`src/source/cpu_bus_pkg.sv`:
```
package cpu_bus_pkg;

	localparam int addr_n = 16;
	localparam int data_n = 8;

	localparam logic [addr_n - 1:0] reset_vector = 16'hfffc;
	localparam logic [data_n - 1:0] stack_page = 8'h01;

	typedef enum logic [3:0] {
		opa_acc, opa_x, opa_y, opa_sp, opa_p,
		opa_dll, opa_dlh, opa_pcl, opa_pch, opa_one
	} opa_sel_t;

	typedef enum logic [1:0] {
		opb_bus, opb_dl, opb_one, opb_zero
	} opb_sel_t;

	typedef enum logic [2:0] {
		addr_pc, addr_dl, addr_stack, addr_vec_lo, addr_vec_hi
	} addr_sel_t;

	// One write enable per destination register
	typedef logic [7:0] dst_t;
	localparam int dst_acc = 0;
	localparam int dst_x = 1;
	localparam int dst_y = 2;
	localparam int dst_sp = 3;
	localparam int dst_p = 4;
	localparam int dst_dl = 5;
	localparam int dst_dll = 6;
	localparam int dst_dlh = 7;

endpackage

```
`src/source/cpu_isa_pkg.sv`:
```
package cpu_isa_pkg;

	typedef enum logic [4:0] {
		op_lda,
		op_ldx,
		op_ldy,
		op_sta,
		op_stx,
		op_sty,
		op_adc,
		op_sbc,
		op_and,
		op_ora,
		op_eor,
		op_inx,
		op_iny,
		op_dex,
		op_dey,
		op_tax,
		op_txa,
		op_txs,
		op_clc,
		op_sec,
		op_php,
		op_jmp,
		op_brk
	} opcode_t;

	typedef enum logic [1:0] {
		am_imp,
		am_imm,
		am_abs
	} addressing_t;

	typedef enum logic [2:0] {
		alu_add,
		alu_sub,
		alu_and,
		alu_or,
		alu_xor,
		alu_pass
	} alu_func_t;

	// Instruction byte, whole or split into aaa bbb cc
	typedef union packed {
		logic [7:0] raw;
		struct packed {
			logic [2:0] aaa;
			logic [2:0] bbb;
			logic [1:0] cc;
		} f;
	} insn_u;

	localparam int status_c = 0;
	localparam int status_z = 1;
	localparam int status_r = 5;
	localparam int status_v = 6;
	localparam int status_n = 7;

endpackage

```
`src/source/cpu_if.sv`:
```
`timescale 1ns/1ns

interface regbus_if import cpu_bus_pkg::*; ();
	opa_sel_t opa;
	opb_sel_t opb;
	dst_t dst;
	logic [data_n - 1:0] flag_upd;
	logic set_c;
	logic clr_c;
	// Reads dlh as zero and clears it
	logic dlh_clr;
	logic [data_n - 1:0] opa_val;
	logic [data_n - 1:0] opb_val;
	logic [data_n - 1:0] p_val;

	modport ctl (output opa, opb, dst, flag_upd, set_c, clr_c, dlh_clr, input p_val);
	modport regs (input opa, opb, dst, flag_upd, set_c, clr_c, dlh_clr,
		output opa_val, opb_val, p_val);
endinterface

interface ctrl_if import cpu_bus_pkg::*; import cpu_isa_pkg::*; ();
	alu_func_t alu_func;
	logic pc_inc;
	logic pc_load;
	logic pc_wel;
	logic pc_weh;
	addr_sel_t addr_sel;
	logic ins_we;

	modport seq (output alu_func, pc_inc, pc_load, pc_wel, pc_weh, addr_sel, ins_we);
	modport pc (input pc_inc, pc_load, pc_wel, pc_weh);
	modport rf (input alu_func);
endinterface

```
`src/source/alu.sv`:
```
`timescale 1ns/1ns

module alu import cpu_bus_pkg::*; import cpu_isa_pkg::*; (
	input logic [data_n - 1:0] a_i,
	input logic [data_n - 1:0] b_i,
	input alu_func_t func_i,
	input logic cin_i,
	output logic [data_n - 1:0] res_o,
	output logic cout_o,
	output logic zero_o,
	output logic sign_o,
	output logic ovf_o
);

	logic [data_n - 1:0] b_eff;
	logic [data_n:0] sum;

	// Subtract adds the complement
	assign b_eff = (func_i == alu_sub) ? ~b_i : b_i;
	assign sum = {1'b0, a_i} + {1'b0, b_eff} + {{data_n{1'b0}}, cin_i};

	always_comb begin
		cout_o = cin_i;
		ovf_o = 1'b0;
		case (func_i)
			alu_add, alu_sub: begin
				res_o = sum[data_n - 1:0];
				cout_o = sum[data_n];
				ovf_o = (a_i[data_n - 1] == b_eff[data_n - 1])
					&& (sum[data_n - 1] != a_i[data_n - 1]);
			end
			alu_and: res_o = a_i & b_i;
			alu_or: res_o = a_i | b_i;
			alu_xor: res_o = a_i ^ b_i;
			default: res_o = a_i;
		endcase
	end

	assign zero_o = (res_o == '0);
	assign sign_o = res_o[data_n - 1];

endmodule

```
`src/source/reg_file.sv`:
```
`timescale 1ns/1ns

module reg_file import cpu_bus_pkg::*; import cpu_isa_pkg::*; #(
	parameter logic [data_n - 1:0] sp_reset = 8'hfd
) (
	input logic clk_i,
	input logic rst_n_i,
	input logic rdy_i,
	regbus_if.regs rb,
	ctrl_if.rf ctl,
	input logic [data_n - 1:0] data_i,
	input logic [data_n - 1:0] alu_res_i,
	input logic alu_c_i,
	input logic alu_z_i,
	input logic alu_n_i,
	input logic alu_v_i,
	input logic [data_n - 1:0] pcl_i,
	input logic [data_n - 1:0] pch_i,
	output logic [data_n - 1:0] sp_o,
	output logic [data_n - 1:0] dll_o,
	output logic [data_n - 1:0] dlh_o,
	output logic c_o
);

	logic [data_n - 1:0] acc, x, y, sp, p;
	logic [data_n - 1:0] dl, dll, dlh;
	logic [data_n - 1:0] p_new, p_next;

	always_comb begin
		case (rb.opa)
			opa_acc: rb.opa_val = acc;
			opa_x: rb.opa_val = x;
			opa_y: rb.opa_val = y;
			opa_sp: rb.opa_val = sp;
			opa_p: rb.opa_val = p;
			opa_dll: rb.opa_val = dll;
			opa_dlh: rb.opa_val = rb.dlh_clr ? '0 : dlh;
			opa_pcl: rb.opa_val = pcl_i;
			opa_pch: rb.opa_val = pch_i;
			default: rb.opa_val = data_n'(1);
		endcase
		case (rb.opb)
			opb_bus: rb.opb_val = data_i;
			opb_dl: rb.opb_val = dl;
			opb_one: rb.opb_val = data_n'(1);
			default: rb.opb_val = '0;
		endcase
	end

	// Flag merge, carry overrides last
	always_comb begin
		p_new = '0;
		p_new[status_c] = alu_c_i;
		p_new[status_z] = alu_z_i;
		p_new[status_v] = alu_v_i;
		p_new[status_n] = alu_n_i;
		p_next = (p & ~rb.flag_upd) | (p_new & rb.flag_upd);
		if (rb.dst[dst_p])
			p_next = alu_res_i;
		if (rb.set_c)
			p_next[status_c] = 1'b1;
		if (rb.clr_c)
			p_next[status_c] = 1'b0;
		p_next[status_r] = 1'b1;
	end

	always_ff @(posedge clk_i) begin
		if (!rst_n_i) begin
			acc <= '0;
			x <= '0;
			y <= '0;
			sp <= sp_reset;
			p <= data_n'(1) << status_r;
		end else if (rdy_i) begin
			if (rb.dst[dst_acc])
				acc <= alu_res_i;
			if (rb.dst[dst_x])
				x <= alu_res_i;
			if (rb.dst[dst_y])
				y <= alu_res_i;
			if (rb.dst[dst_sp])
				sp <= alu_res_i;
			p <= p_next;
		end
	end

	always_ff @(posedge clk_i) begin
		if (rdy_i) begin
			if (rb.dst[dst_dl])
				dl <= alu_res_i;
			if (rb.dst[dst_dll])
				dll <= alu_res_i;
			if (rb.dst[dst_dlh])
				dlh <= alu_res_i;
			else if (rb.dlh_clr)
				dlh <= '0;
		end
	end

	// Increment and decrement through B = 1 need a fixed carry in
	assign c_o = (rb.opb == opb_one) ? (ctl.alu_func == alu_sub) : p[status_c];

	assign rb.p_val = p;
	assign sp_o = sp;
	assign dll_o = dll;
	assign dlh_o = dlh;

	p_reserved_set: assert property (@(posedge clk_i) rst_n_i |-> p[status_r]);

endmodule

```
`src/source/pc.sv`:
```
`timescale 1ns/1ns

module pc import cpu_bus_pkg::*; (
	input logic clk_i,
	input logic rst_n_i,
	input logic rdy_i,
	ctrl_if.pc ctl,
	input logic [data_n - 1:0] res_i,
	input logic [addr_n - 1:0] load_i,
	output logic [addr_n - 1:0] pc_o
);

	logic [addr_n - 1:0] pc_q;

	always_ff @(posedge clk_i) begin
		if (!rst_n_i) begin
			pc_q <= '0;
		end else if (rdy_i) begin
			if (ctl.pc_load)
				pc_q <= load_i;
			else if (ctl.pc_wel)
				pc_q[data_n - 1:0] <= res_i;
			else if (ctl.pc_weh)
				pc_q[addr_n - 1:data_n] <= res_i;
			else if (ctl.pc_inc)
				pc_q <= pc_q + 1'b1;
		end
	end

	assign pc_o = pc_q;

	inc_load_excl: assert property (@(posedge clk_i) disable iff (!rst_n_i)
		!(ctl.pc_inc && ctl.pc_load));

endmodule

```
`src/source/idec.sv`:
```
`timescale 1ns/1ns

module idec import cpu_isa_pkg::*; (
	input insn_u insn_i,
	output opcode_t opcode_o,
	output addressing_t mode_o,
	output alu_func_t func_o
);

	always_comb begin
		case (insn_i.raw)
			8'ha9, 8'had: opcode_o = op_lda;
			8'ha2, 8'hae: opcode_o = op_ldx;
			8'ha0, 8'hac: opcode_o = op_ldy;
			8'h8d: opcode_o = op_sta;
			8'h8e: opcode_o = op_stx;
			8'h8c: opcode_o = op_sty;
			8'h69, 8'h6d: opcode_o = op_adc;
			8'he9, 8'hed: opcode_o = op_sbc;
			8'h29, 8'h2d: opcode_o = op_and;
			8'h09, 8'h0d: opcode_o = op_ora;
			8'h49, 8'h4d: opcode_o = op_eor;
			8'he8: opcode_o = op_inx;
			8'hc8: opcode_o = op_iny;
			8'hca: opcode_o = op_dex;
			8'h88: opcode_o = op_dey;
			8'haa: opcode_o = op_tax;
			8'h8a: opcode_o = op_txa;
			8'h9a: opcode_o = op_txs;
			8'h18: opcode_o = op_clc;
			8'h38: opcode_o = op_sec;
			8'h08: opcode_o = op_php;
			8'h4c: opcode_o = op_jmp;
			default: opcode_o = op_brk;
		endcase
	end

	// bbb selects the mode, immediate sits at 010 for cc=01 and 000 otherwise
	always_comb begin
		if (opcode_o == op_brk)
			mode_o = am_imp;
		else if (insn_i.f.bbb == 3'b011)
			mode_o = am_abs;
		else if ((insn_i.f.cc == 2'b01 && insn_i.f.bbb == 3'b010)
				|| (insn_i.f.cc != 2'b01 && insn_i.f.bbb == 3'b000 && insn_i.f.aaa[2]))
			mode_o = am_imm;
		else
			mode_o = am_imp;
	end

	always_comb begin
		case (insn_i.f.aaa)
			3'b000: func_o = alu_or;
			3'b001: func_o = alu_and;
			3'b010: func_o = alu_xor;
			3'b011: func_o = alu_add;
			3'b111: func_o = alu_sub;
			default: func_o = alu_pass;
		endcase
	end

endmodule

```
`src/source/sequencer.sv`:
```
`timescale 1ns/1ns

module sequencer import cpu_bus_pkg::*; import cpu_isa_pkg::*; (
	input logic clk_i,
	input logic rst_n_i,
	input logic rdy_i,
	input opcode_t opcode_i,
	input addressing_t mode_i,
	input alu_func_t func_i,
	regbus_if.ctl rb,
	ctrl_if.seq ctl,
	output logic we_o,
	output logic dbg_o
);

	typedef enum logic [2:0] {
		st_vector, st_fetch, st_first, st_operand,
		st_execute, st_write, st_push, st_halt
	} state_t;

	localparam logic [data_n - 1:0] flags_nz =
		(data_n'(1) << status_n) | (data_n'(1) << status_z);
	localparam logic [data_n - 1:0] flags_nzcv =
		flags_nz | (data_n'(1) << status_c) | (data_n'(1) << status_v);

	state_t state, state_next;
	logic step;
	logic data_cycle;

	always_ff @(posedge clk_i) begin
		if (!rst_n_i) begin
			state <= st_vector;
			step <= 1'b0;
		end else if (rdy_i) begin
			state <= state_next;
			step <= (state == st_vector) ? !step : 1'b0;
		end
	end

	always_comb begin
		state_next = state;
		data_cycle = 1'b0;
		rb.opa = opa_dlh;
		rb.opb = opb_bus;
		rb.dst = '0;
		rb.flag_upd = '0;
		rb.set_c = 1'b0;
		rb.clr_c = 1'b0;
		rb.dlh_clr = 1'b0;
		ctl.alu_func = alu_or;
		ctl.pc_inc = 1'b0;
		ctl.pc_load = 1'b0;
		ctl.pc_wel = 1'b0;
		ctl.pc_weh = 1'b0;
		ctl.addr_sel = addr_pc;
		ctl.ins_we = 1'b0;
		case (state)
			st_vector: begin
				// Vector byte goes straight into the PC
				rb.dlh_clr = 1'b1;
				ctl.addr_sel = step ? addr_vec_hi : addr_vec_lo;
				ctl.pc_wel = !step;
				ctl.pc_weh = step;
				if (step)
					state_next = st_fetch;
			end
			st_fetch: begin
				ctl.ins_we = 1'b1;
				ctl.pc_inc = 1'b1;
				state_next = st_first;
			end
			st_first: begin
				state_next = st_fetch;
				case (mode_i)
					am_imm: begin
						ctl.pc_inc = 1'b1;
						data_cycle = 1'b1;
					end
					am_abs: begin
						rb.dlh_clr = 1'b1;
						rb.dst[dst_dll] = 1'b1;
						rb.dst[dst_dl] = 1'b1;
						ctl.pc_inc = 1'b1;
						state_next = st_operand;
					end
					default: begin
						case (opcode_i)
							op_inx, op_iny, op_dex, op_dey: begin
								rb.opa = (opcode_i == op_inx || opcode_i == op_dex) ? opa_x : opa_y;
								rb.opb = opb_one;
								ctl.alu_func = (opcode_i == op_inx || opcode_i == op_iny)
									? alu_add : alu_sub;
								rb.dst[dst_x] = (rb.opa == opa_x);
								rb.dst[dst_y] = (rb.opa == opa_y);
								rb.flag_upd = flags_nz;
							end
							op_tax: begin
								rb.opa = opa_acc;
								ctl.alu_func = alu_pass;
								rb.dst[dst_x] = 1'b1;
								rb.flag_upd = flags_nz;
							end
							op_txa, op_txs: begin
								rb.opa = opa_x;
								ctl.alu_func = alu_pass;
								rb.dst[dst_acc] = (opcode_i == op_txa);
								rb.dst[dst_sp] = (opcode_i == op_txs);
								rb.flag_upd = (opcode_i == op_txa) ? flags_nz : '0;
							end
							op_clc: rb.clr_c = 1'b1;
							op_sec: rb.set_c = 1'b1;
							op_php: begin
								rb.opa = opa_p;
								ctl.alu_func = alu_pass;
								ctl.addr_sel = addr_stack;
								state_next = st_push;
							end
							default: state_next = st_halt;
						endcase
					end
				endcase
			end
			st_operand: begin
				if (opcode_i == op_jmp) begin
					ctl.pc_load = 1'b1;
					state_next = st_fetch;
				end else begin
					rb.dlh_clr = 1'b1;
					rb.dst[dst_dlh] = 1'b1;
					ctl.pc_inc = 1'b1;
					if (opcode_i == op_sta || opcode_i == op_stx || opcode_i == op_sty)
						state_next = st_write;
					else
						state_next = st_execute;
				end
			end
			st_execute: begin
				ctl.addr_sel = addr_dl;
				data_cycle = 1'b1;
				state_next = st_fetch;
			end
			st_write: begin
				ctl.addr_sel = addr_dl;
				ctl.alu_func = alu_pass;
				if (opcode_i == op_stx)
					rb.opa = opa_x;
				else if (opcode_i == op_sty)
					rb.opa = opa_y;
				else
					rb.opa = opa_acc;
				state_next = st_fetch;
			end
			st_push: begin
				rb.opa = opa_sp;
				rb.opb = opb_one;
				ctl.alu_func = alu_sub;
				rb.dst[dst_sp] = 1'b1;
				state_next = st_fetch;
			end
			default: state_next = st_halt;
		endcase

		// Operation on the bus byte, immediate or absolute
		if (data_cycle) begin
			case (opcode_i)
				op_lda, op_ldx, op_ldy: begin
					rb.dlh_clr = 1'b1;
					rb.dst[dst_acc] = (opcode_i == op_lda);
					rb.dst[dst_x] = (opcode_i == op_ldx);
					rb.dst[dst_y] = (opcode_i == op_ldy);
					rb.flag_upd = flags_nz;
				end
				default: begin
					rb.opa = opa_acc;
					ctl.alu_func = func_i;
					rb.dst[dst_acc] = 1'b1;
					rb.flag_upd = (func_i == alu_add || func_i == alu_sub) ? flags_nzcv : flags_nz;
				end
			endcase
		end
	end

	assign we_o = (state == st_write)
		|| (state == st_first && mode_i == am_imp && opcode_i == op_php);
	assign dbg_o = (state == st_halt);

	no_write_halted: assert property (@(posedge clk_i) disable iff (!rst_n_i)
		dbg_o |-> !we_o);

endmodule

```
`src/source/cpu.sv`:
```
`timescale 1ns/1ns

module cpu import cpu_bus_pkg::*; import cpu_isa_pkg::*; #(
	parameter logic [data_n - 1:0] sp_reset = 8'hfd
) (
	input logic clk_i,
	input logic rst_n_i,
	input logic rdy_i,
	input logic [data_n - 1:0] data_i,
	output logic we_o,
	output logic dbg_o,
	output logic [addr_n - 1:0] addr_o,
	output logic [data_n - 1:0] data_o
);

	regbus_if rb ();
	ctrl_if ctl ();

	insn_u ir;
	logic [data_n - 1:0] alu_res, sp, dll, dlh;
	logic alu_c, alu_z, alu_n, alu_v, alu_cin;
	logic [addr_n - 1:0] pc_val;
	opcode_t opcode;
	addressing_t mode;
	alu_func_t dec_func;

	// Instruction register
	always_ff @(posedge clk_i) begin
		if (rdy_i && ctl.ins_we)
			ir.raw <= data_i;
	end

	alu alu0 (.a_i(rb.opa_val), .b_i(rb.opb_val), .func_i(ctl.alu_func), .cin_i(alu_cin),
		.res_o(alu_res), .cout_o(alu_c), .zero_o(alu_z), .sign_o(alu_n), .ovf_o(alu_v));

	reg_file #(.sp_reset(sp_reset)) rf0 (.clk_i, .rst_n_i, .rdy_i, .rb(rb.regs), .ctl(ctl.rf),
		.data_i, .alu_res_i(alu_res), .alu_c_i(alu_c), .alu_z_i(alu_z), .alu_n_i(alu_n),
		.alu_v_i(alu_v), .pcl_i(pc_val[data_n - 1:0]), .pch_i(pc_val[addr_n - 1:data_n]),
		.sp_o(sp), .dll_o(dll), .dlh_o(dlh), .c_o(alu_cin));

	pc pc0 (.clk_i, .rst_n_i, .rdy_i, .ctl(ctl.pc), .res_i(alu_res),
		.load_i({data_i, dll}), .pc_o(pc_val));

	idec idec0 (.insn_i(ir), .opcode_o(opcode), .mode_o(mode), .func_o(dec_func));

	sequencer seq0 (.clk_i, .rst_n_i, .rdy_i, .opcode_i(opcode), .mode_i(mode),
		.func_i(dec_func), .rb(rb.ctl), .ctl(ctl.seq), .we_o, .dbg_o);

	always_comb begin
		case (ctl.addr_sel)
			addr_dl: addr_o = {dlh, dll};
			addr_stack: addr_o = {stack_page, sp};
			addr_vec_lo: addr_o = reset_vector;
			addr_vec_hi: addr_o = reset_vector + 1'b1;
			default: addr_o = pc_val;
		endcase
	end

	assign data_o = alu_res;

endmodule

```
`config.mk`:
```
export PLATFORM = sky130hd
export DESIGN_NAME = cpu
export DESIGN_NICKNAME = d
export VERILOG_FILES = /design/src/source/cpu_bus_pkg.sv /design/src/source/cpu_isa_pkg.sv /design/src/source/cpu_if.sv /design/src/source/alu.sv /design/src/source/reg_file.sv /design/src/source/pc.sv /design/src/source/idec.sv /design/src/source/sequencer.sv /design/src/source/cpu.sv
export SDC_FILE = /design/constraint.sdc
export NUM_CORES = 1
export LEC_CHECK = 0
export ABC_AREA = 1
export BUFFER_PORTS_ARGS = -buffer_cell sky130_fd_sc_hd__buf_4
export CAP_MARGIN = 20
export CELL_PAD_IN_SITES_DETAIL_PLACEMENT = 1
export CELL_PAD_IN_SITES_GLOBAL_PLACEMENT = 1
export CORE_MARGIN = 2
export CORE_UTILIZATION = 44
export DETAILED_ROUTE_END_ITERATION = 10
export PLACE_DENSITY_LB_ADDON = 0.1
export SLEW_MARGIN = 15
export SYNTH_ARGS = -nofsm -noshare
export SYNTH_HDL_FRONTEND = slang
export SYNTH_SLANG_ARGS = --single-unit
export TNS_END_PERCENT = 1
```
`constraint.sdc`:
```
create_clock -name clk_i -period 6.46 [get_ports clk_i]
set_clock_uncertainty 0.15 [all_clocks]
set_input_delay 0 -clock clk_i [delete_from_list [all_inputs] [get_ports clk_i]]
set_output_delay 0 -clock clk_i [all_outputs]
set_load 0.01 [all_outputs]
```
# Word-level counts from Yosys, hierarchy flattened
# Index checks and enable logic that the tools add are counted.
[op_classes]
addsub = 3
eq_ne = 90
muxes = 90
bitwise_logic = 8
n_reduce_logical = 54
[ops]
columns = ["operator", "n"]
rows = [
  ["== test 8 bit, second input constant", 18],
  ["one-hot mux 5 bit (22 select lines)", 1],
  ["two-way mux 8 bit", 12],
  ["one-hot mux 8 bit (9 select lines)", 1],
  ["one-hot mux 16 bit (4 select lines)", 1],
  ["== test 8 x 7 -> 1 bit, second input constant", 5],
  ["== test 5 bit, second input constant", 7],
  ["two-way mux 16 bit", 2],
  ["one-hot mux 8 bit (4 select lines)", 1],
  ["== test 3 x 2 -> 1 bit, second input constant", 10],
  ["two-way mux 1 bit", 30],
  ["one-hot mux 3 bit (5 select lines)", 2],
  ["two-way mux 3 bit", 9],
  ["== test 5 x 4 -> 1 bit, second input constant", 5],
  ["bitwise AND 8 bit", 3],
  ["== test 8 x 4 -> 1 bit, second input constant", 3],
  ["== test 8 x 6 -> 1 bit, second input constant", 3],
  ["one-hot mux 8 bit (3 select lines)", 1],
  ["OR reduction 2 bit", 12],
  ["two-way mux 2 bit", 11],
  ["== test 3 bit, second input constant", 7],
  ["one-hot mux 3 bit (2 select lines)", 3],
  ["one-hot mux 3 bit (3 select lines)", 2],
  ["adder 16 x 1 -> 16 bit, second input constant", 1],
  ["other kinds (44)", 95],
]
[totals]
ff_bits = 91
inputBits = 11
wordCells = 258

# Longest topological paths before layout
# Gate-level depths: netlist (run 1).
[logic_depth]
word_depth = 24
depth_mapped = 41
mapped_depth_nobuf = 40

# Cells and area by module
# A second synthesis (run 1) with hierarchy kept.
[unflattened]
cells_unflattened = 1269
area_unflattened_um2 = 7883.8
[modules_own_cells]
columns = ["module", "n_inst", "cells_per_inst", "area_per_inst_um2"]
rows = [
  ["reg_file", 1, 458, 3248.1],
  ["pc", 1, 211, 1285.0],
  ["alu", 1, 218, 1201.2],
  ["sequencer", 1, 173, 963.4],
  ["cpu", 1, 101, 664.4],
  ["idec", 1, 108, 521.8],
]

# Least setup slack after synthesis (run 1)
# Ideal clock, no wire load.
[synth_path]
path_kind = "register to register"
from = "register ir[0] (netlist name)"
to = "register rf0.dlh[6], in the netlist rf0.dlh_o[6] (data pin)"
setup_ns = 0.263
arrival_time_ns = 5.044
required_ns = 6.047
setup_slack_ns = 1.004
stages_incl_launch_ff = 36
path_buffers = 1
path_cell_list = "edfxtp_1 > inv_1 > nand2_1 > nor2_1 > nand3_1 > nand3_1 > nor2_1 > nand3_1 > inv_1 > nor4_1 > inv_1 > ha_1 > inv_1 > nor2_1 > inv_1 > nand2_1 > o22ai_2 > buf_6 > nand3_1 > xor2_1 > fa_1 > fa_1 > nand2_1 > nand2_1 > a21oi_1 > nor2_1 > nor2_1 > nor2_1 > nor2_1 > nand2_1 > nand2_1 > o21ai_1 > nor2_1 > nand2_1 > inv_1 > o22ai_1"
[synth_via]
elab_chain_cells = 19
elab_cells_between_ends = 128
classes_between = "add/sub (2); eq/ne (62); mux (36); bitwise (4); reduce/logical (24)"
[synth_lines]
columns = ["element", "line", "text"]
rows = [
  ["start: declaration", "cpu.sv:19", "insn_u ir;"],
  ["parallel branches: the longest is 17 deep, another holds one-hot mux 5 bit (22 select lines)", "n/a", ""],
  ["one-hot mux 8 bit (4 select lines) (*)", "alu.sv:25", "case (func_i)"],
  ["named net data_o[6]", "cpu.sv:13", "output logic [data_n - 1:0] data_o"],
  ["two-way mux 8 bit (*)", "reg_file.sv:93", "if (rb.dst[dst_dlh])"],
  ["end signal: assignment", "reg_file.sv:94", "dlh <= alu_res_i;"],
  ["end: declaration", "reg_file.sv:26", "logic [data_n - 1:0] dl, dll, dlh;"],
]
# Mark *: on every way through the listed nets, which the timed path passes.
# A chain may end at the register's enable or synchronous reset.

# Worst setup path after layout (run 1)
[layout_path]
from = "register ir[6] (netlist name)"
to = "output data_o[6]"
[layout_via]
elab_chain_cells = 16
elab_cells_between_ends = 124
classes_between = "add/sub (2); eq/ne (64); mux (33); bitwise (4); reduce/logical (21)"
[layout_lines]
columns = ["element", "line", "text"]
rows = [
  ["== test 8 x 7 -> 1 bit, or another cell as far along", "idec.sv:11", "case (insn_i.raw)"],
  ["OR reduction 2 bit", "idec.sv:11", ""],
  ["one-hot mux 5 bit (22 select lines)", "idec.sv:11", ""],
  ["== test 5 x 4 -> 1 bit, or another cell as far along", "sequencer.sv:87, sequencer.sv:89, sequencer.sv:91", ""],
  ["logical OR 1 bit, or another cell as far along", "sequencer.sv:89", "rb.opa = (opcode_i == op_inx || opcode_i == op_dex) ? opa_x : opa_y;"],
  ["two-way mux 2 bit, or another cell as far along", "sequencer.sv:89", ""],
  ["one-hot mux 4 bit (4 select lines), or another cell as far along", "sequencer.sv:87", "case (opcode_i)"],
  ["two-way mux 4 bit, or another cell as far along", "sequencer.sv:74", "case (mode_i)"],
  ["one-hot mux 4 bit (3 select lines), or another cell as far along", "sequencer.sv:57", "case (state)"],
  ["two-way mux 4 bit, or another cell as far along", "sequencer.sv:165", "case (opcode_i)"],
  ["two-way mux 4 bit, or another cell as far along", "sequencer.sv:164", "if (data_cycle) begin"],
  ["== test 4 bit, or another cell as far along", "reg_file.sv:30", "case (rb.opa)"],
  ["one-hot mux 8 bit (9 select lines) / two-way mux 8 bit (equally long branches)", "reg_file.sv:30, alu.sv:19", ""],
  ["adder 8 x 8 -> 9 bit", "alu.sv:20", "assign sum = {1'b0, a_i} + {1'b0, b_eff} + {{data_n{1'b0}}, cin_i};"],
  ["adder 9 x 1 -> 9 bit", "alu.sv:20", ""],
  ["one-hot mux 8 bit (4 select lines) (*)", "alu.sv:25", ""],
  ["end: declaration", "cpu.sv:13", ""],
]
# Every way passes the cells marked *; elsewhere a longest branch is shown, timed or not.

==> impl_metrics.yaml, run 1 <==
critical_path:
  worstSetupEndpointType: "output pin"
  cp.required_ps: 6310
  critPathLaunchType: "register"
  cp_slowest_cell: "edfxtp_1"
  crit_fanout: 7
  crit_type: "register to output pin"
  critPathArrivalTime_ps: 5960
  critPathMaxStageDelay_ps: 510
  cpMostUsedCell: "nor2_1"
clock_tree:
  cts_made_buffers: 9
  cts_tree: "built"
  htree_levels: 3
  clockBufferDepth: 2
  cts_root_buf: "clkbuf_16"
  clk_pin_slew_ps: 60
  worst_skew_pair.late_latency_ps: 350
  clock-sinks: 80
synthesis:
  syn_inst: 934
  yosysSeqAreaShare_pct: 30.0
  yosysTopAreaCell: "dfxtp_1"
  ys_types: 48
  synthTopCellsByArea: "dfxtp_1, nand2_1, edfxtp_1, inv_1, nor2_1"
  synth_edf_count: 24
  synthArstFlopShare_pct: 0
  synth_common_cells: "nand2_1, inv_1, nor2_1"
  ys_seq_elements: 80
  ys.flop_type: "dfxtp_1"
  synth_area_um2: 6140
  synth_top_area_share_pct: 18.3
  synth_most_common_cell: "nand2_1"
  syn_nets: 974
  syn_area_per_cell_um2: 6.57
  ys_warn_count: 0
timing:
  fmax_ghz: 0.164
  worst_pin_slew_ps: 982
  setup-violations-final: 0
  min_period_ps: 6110
  post-route-period-util_pct: 94.6
  drv_slew: 0
  final-hold-violation-count: 0
  relSlewSlack_pct: 34.6
floorplan:
  core_um2: 13800
  rows: 43
  die_w_um: 122
  pin_count: 37
  dieArea_um2: 14900
  die_y_um: 122
  start_util_pct: 44.6
routing:
  vias_per_cell: 5.74
  drt_iter0_markers: 538
  postRouteAntennaNets: 0
  routed_wl_um: 24200
  post-route-drc-count: 0
  num_vias: 6782
  drtPass1Iterations: 5
  routedWlPerCell_um: 20.5
global_route:
  antenna_found_initial: 0
  track_usage_pct: 33.0
  grt_pass1_wl_um: 37500
  grt_pass1_vias: 6862
  grt_max_degree: 36
  overflow: 0
final_layout:
  fin_cells: 1181
  fin_util_pct: 52.5
  drive_gt1_share_pct: 15.5
  multi_input_area_um2: 3720
  n_antenna_cell: 0
  seqCellArea_um2: 1840
  syn2layout_area_growth_pct: 17.7
  fillerInstances: 1915
  nets: 1036
min_path:
  holdCritPathClass: "input pin to register"
run:
  cap_violations: 0
outcome:
  status: "finished clean"
placement:
  port_buffers: 36
  dp.cells: 1141
  hpwl_um: 18400
  gp_congestion: 1.00
pwr:
  power.density_nw_per_um2: 324
  vdd_drop_max_uv: 194
  leakage_uw: 0.00332
worst max-delay path: cells and delay by family (launching register included):
family / cells / cell delay, ps
and+or+nand+nor: 24 / 2810
AOI/OAI and AO/OA: 2 / 270
adders and majority gates: 3 / 1240
DFF: 1 / 510
buffers and inverters: 6 / 780
flip-flops by register name (all words and copies together), names as in the netlist, named ones only:
| name | flops |
|---|---|
| ir | 8 |
| pc0.pc_o | 16 |
| rf0.acc | 8 |
| rf0.dl | 8 |
| rf0.dlh_o | 8 |
| rf0.rb.p_val | 1 |
| rf0.sp_o | 8 |
| rf0.x | 8 |
| rf0.y | 8 |
| seq0.state | 3 |
| seq0.step | 1 |
layout by cell type, fill, tap and decap left out, types with 4 or more instances in the layout:
| master | netlist | layout |
|---|---|---|
| a21oi_1 | 63 | 62 |
| a221oi_1 | 8 | 8 |
| a31oi_1 | 5 | 5 |
| buf_4 | 2 | 60 |
| clkbuf_16 | 0 | 9 |
| dfxtp_1 | 56 | 56 |
| dlygate4sd3_1 | 0 | 10 |
| edfxtp_1 | 24 | 24 |
| ha_1 | 27 | 27 |
| inv_1 | 138 | 134 |
| inv_2 | 21 | 25 |
| nand2_1 | 193 | 189 |
| nand2_2 | 13 | 17 |
| nand2_4 | 4 | 4 |
| nand3_1 | 53 | 50 |
| nand3_2 | 4 | 7 |
| nand4_1 | 21 | 21 |
| nor2_1 | 121 | 114 |
| nor2_2 | 5 | 8 |
| nor2_4 | 1 | 5 |
| nor3_1 | 12 | 11 |
| o2111ai_1 | 9 | 9 |
| o211ai_1 | 15 | 15 |
| o21ai_0 | 55 | 54 |
| o21ai_1 | 9 | 10 |
| o22ai_1 | 8 | 8 |
| xor2_1 | 19 | 19 |
cell type report:
type,count,share of cell area [%]
inverters,160,8.31
clock buffers,10,3.31
flip-flops and latches,80,25.5
clock inverters,6,0.727
repair buffers,70,7.62
well taps,180,3.12
multi-input cells,675,51.4
power by group:
part	total [uW]	switching (uW)	internal (uW)
logic	1220	831	385
registers	615	41.6	573
clock network	512	235	277
total	2340	1110	1240
cell families after synthesis:
group,share of synthesized area [%]
simple gates,31.1
compound gates,18.4
buf+inv,11.2
flops,30.0
fa+ha+maj,6.15
xor+xnor,3.14
stage by stage:
step	setup WS, ps	cell area [um2]	power (uW)	setup TNS (ps)	hold WS (ps)
after floorplan	1000	6140	1340	0	-51.1
after global placement	248	6630	1750	0	39.9
after detailed placement	83.6	6630	1790	0	43.1
after CTS	55.2	7030	2310	0	229
after global routing	-37.0	7230	2480	-60.6	249
final	346	7230	2340	0	237
metal layers:
layer / part of all wire (%) / vias to the layer above / global-route usage [%]
li1: - / 3211 / -
met1: 45 / 3301 / 44.0
met2: 47 / 222 / 53.3
met3: 5.5 / 48 / 5.66
met4: 3.0 / 0 / 12.9
met5: 0 / - / 0
final timing paths:
kind,cells past startpoint,slack (ps),startpoint,to
max,35,350,ir[6],data_o[6]
min,2,240,data_i[5],ir[5]
max reg2reg,37,410,ir[6],register
min reg2reg,2,330,register,register
timing repair:
action                                 CTS  global route
gates resized for setup                  0            28
hold buffers                            10             0
endpoints found under the hold margin   52             0
setup buffers                            0            14
setup endpoints to repair                0            24
(Power assumes the default switching activity.)
==> run 2, diff against run 1 <==
PLACE_DENSITY = 0.84   (was unset)
PLACE_DENSITY_LB_ADDON = unset   (was 0.1)
==> impl_metrics.yaml, run 2 (synthesized netlist as in run 1, its figures left out) <==
routing:
  wl_met1_um: 10500
  routedWlPerCell_um: 19.7
  drtPass1Iterations: 5
  routed_wl_um: 23200
  post-route-drc-count: 0
  vias_per_cell: 5.70
  wl_met3_um: 1320
  dr.max_layer_used: "met4"
  routed-wl-met2_um: 10800
  num_vias: 6714
  postRouteAntennaNets: 0
  drt_iter0_markers: 522
global_route:
  antenna_found_initial: 0
  grt_max_degree: 36
  grt_pass1_wl_um: 35800
  track_usage_pct: 31.4
  overflow: 0
  grt_pass1_vias: 6595
timing:
  post-route-period-util_pct: 93.3
  final-hold-violation-count: 0
  setup-violations-final: 0
  setup_slack_ps: 435
  drv_slew: 0
  hold_slack_ps: 237
  relSlewSlack_pct: 33.9
  worst_pin_slew_ps: 991
  fmax_ghz: 0.166
  min_period_ps: 6030
final_layout:
  layout_commonest_cell: "nand2_1"
  fin_util_pct: 52.1
  drive_gt1_share_pct: 14.6
  largest_register_ffs: 16
  final_cell_mix: "nand2_1, inv_1, nor2_1, a21oi_1, buf_4"
  n_antenna_cell: 0
  stdcell_area_um2: 7180
  syn2layout_area_growth_pct: 16.9
  nets: 1033
critical_path:
  worst-r2r-cell-count: 39
  crit_type: "register to output pin"
  critPathMaxStageDelay_ps: 480
  critPathLaunchType: "register"
  cpMostUsedCell: "nand2_1"
  worstSetupEndpointType: "output pin"
  crit_fanout: 9
  cp.required_ps: 6310
  critPathArrivalTime_ps: 5880
  cp_slowest_cell: "edfxtp_1"
min_path:
  holdCritPathClass: "input pin to register"
  min_path_cells: 2
placement:
  hpwl_um: 17200
  dpl_worst_slack_ps: 211
  port_buffers: 36
  placed_cell_area_um2: 6630
  gp_congestion: 0.961
clock_tree:
  worst_skew_pair.late_latency_ps: 350
  clockBufferDepth: 2
  clock-sinks: 80
  clk_pin_slew_ps: 70
  htree_levels: 3
  cts_tree: "built"
  cts_made_buffers: 9
  cts_root_buf: "clkbuf_16"
floorplan:
  rows: 43
  die_y_um: 122
  start_util_pct: 44.6
  pin_count: 37
  die_w_um: 122
  dieArea_um2: 14900
  core_um2: 13800
pwr:
  finalPower_uw: 2300
  vdd_drop_max_uv: 152
  leakage_uw: 0.00330
  power.density_nw_per_um2: 320
outcome:
  status: "finished clean"
run:
  cap_violations: 0
## run 2: cell types whose count changed in the layout (fill, tap and decap cells not counted), sizes merged
cell and change:
buf -3, clkinvlp -1, clkbuf +1, clkinv +2, inv -2
## run 2: critical path: cells and delay by family, from the launching register on
kind,cells,cell delay [ps]
flip-flops,1,480
buffers and inverters,8,900
adder cells (fa/ha/maj),2,640
XOR/XNOR,1,160
AND/OR/NAND/NOR,22,2660
AO/OA/AOI/OAI,4,650
## run 2: cell type report
cell class | instances | area, um2
sequential | 80 | 1840
multi-input combinational | 675 | 3720
fill | 1891 | 6590
timing repair buffer | 67 | 528
tap | 180 | 225
clock buffer | 11 | 233
inverter | 160 | 601
clock inverter | 5 | 33.8
## run 2: power breakdown
part	internal [uW]	switching, uW	leakage, uW	total, uW
registers	573	41.3	0.000681	615
logic	382	815	0.00249	1200
clock network	261	228	0.000127	489
## run 2: worst paths after layout
kind / start / slack (ps) / endpoint
min: data_i[3] / 240 / ir[3]
max reg2reg: ir[3] / 450 / rf0.rb.p_val[0]
min reg2reg: pc0.pc_o[14] / 320 / pc0.pc_o[14]
max: ir[3] / 430 / data_o[7]
## run 2: per-stage QoR
stage          cells  TNS [ps]
2_1_floorplan    934         0
3_3_place_gp    1140         0
3_5_place_dp    1140         0
4_1_cts         1166         0
5_1_grt         1178      -413
6_report        1178         0
## run 2: layer usage
layer  track usage [%]  up-vias
met1              43.7     3253
met4              11.9        0
met5                 0        -
met3              4.21       40
met2              49.5      219
li1                  -     3202
## run 2: timing repair
item | CTS | global route
hold buffers | 10 | 0
setup endpoints to repair | 0 | 28
resized for setup | 0 | 25
hold endpoints to repair | 54 | 0
buffers inserted | 0 | 12
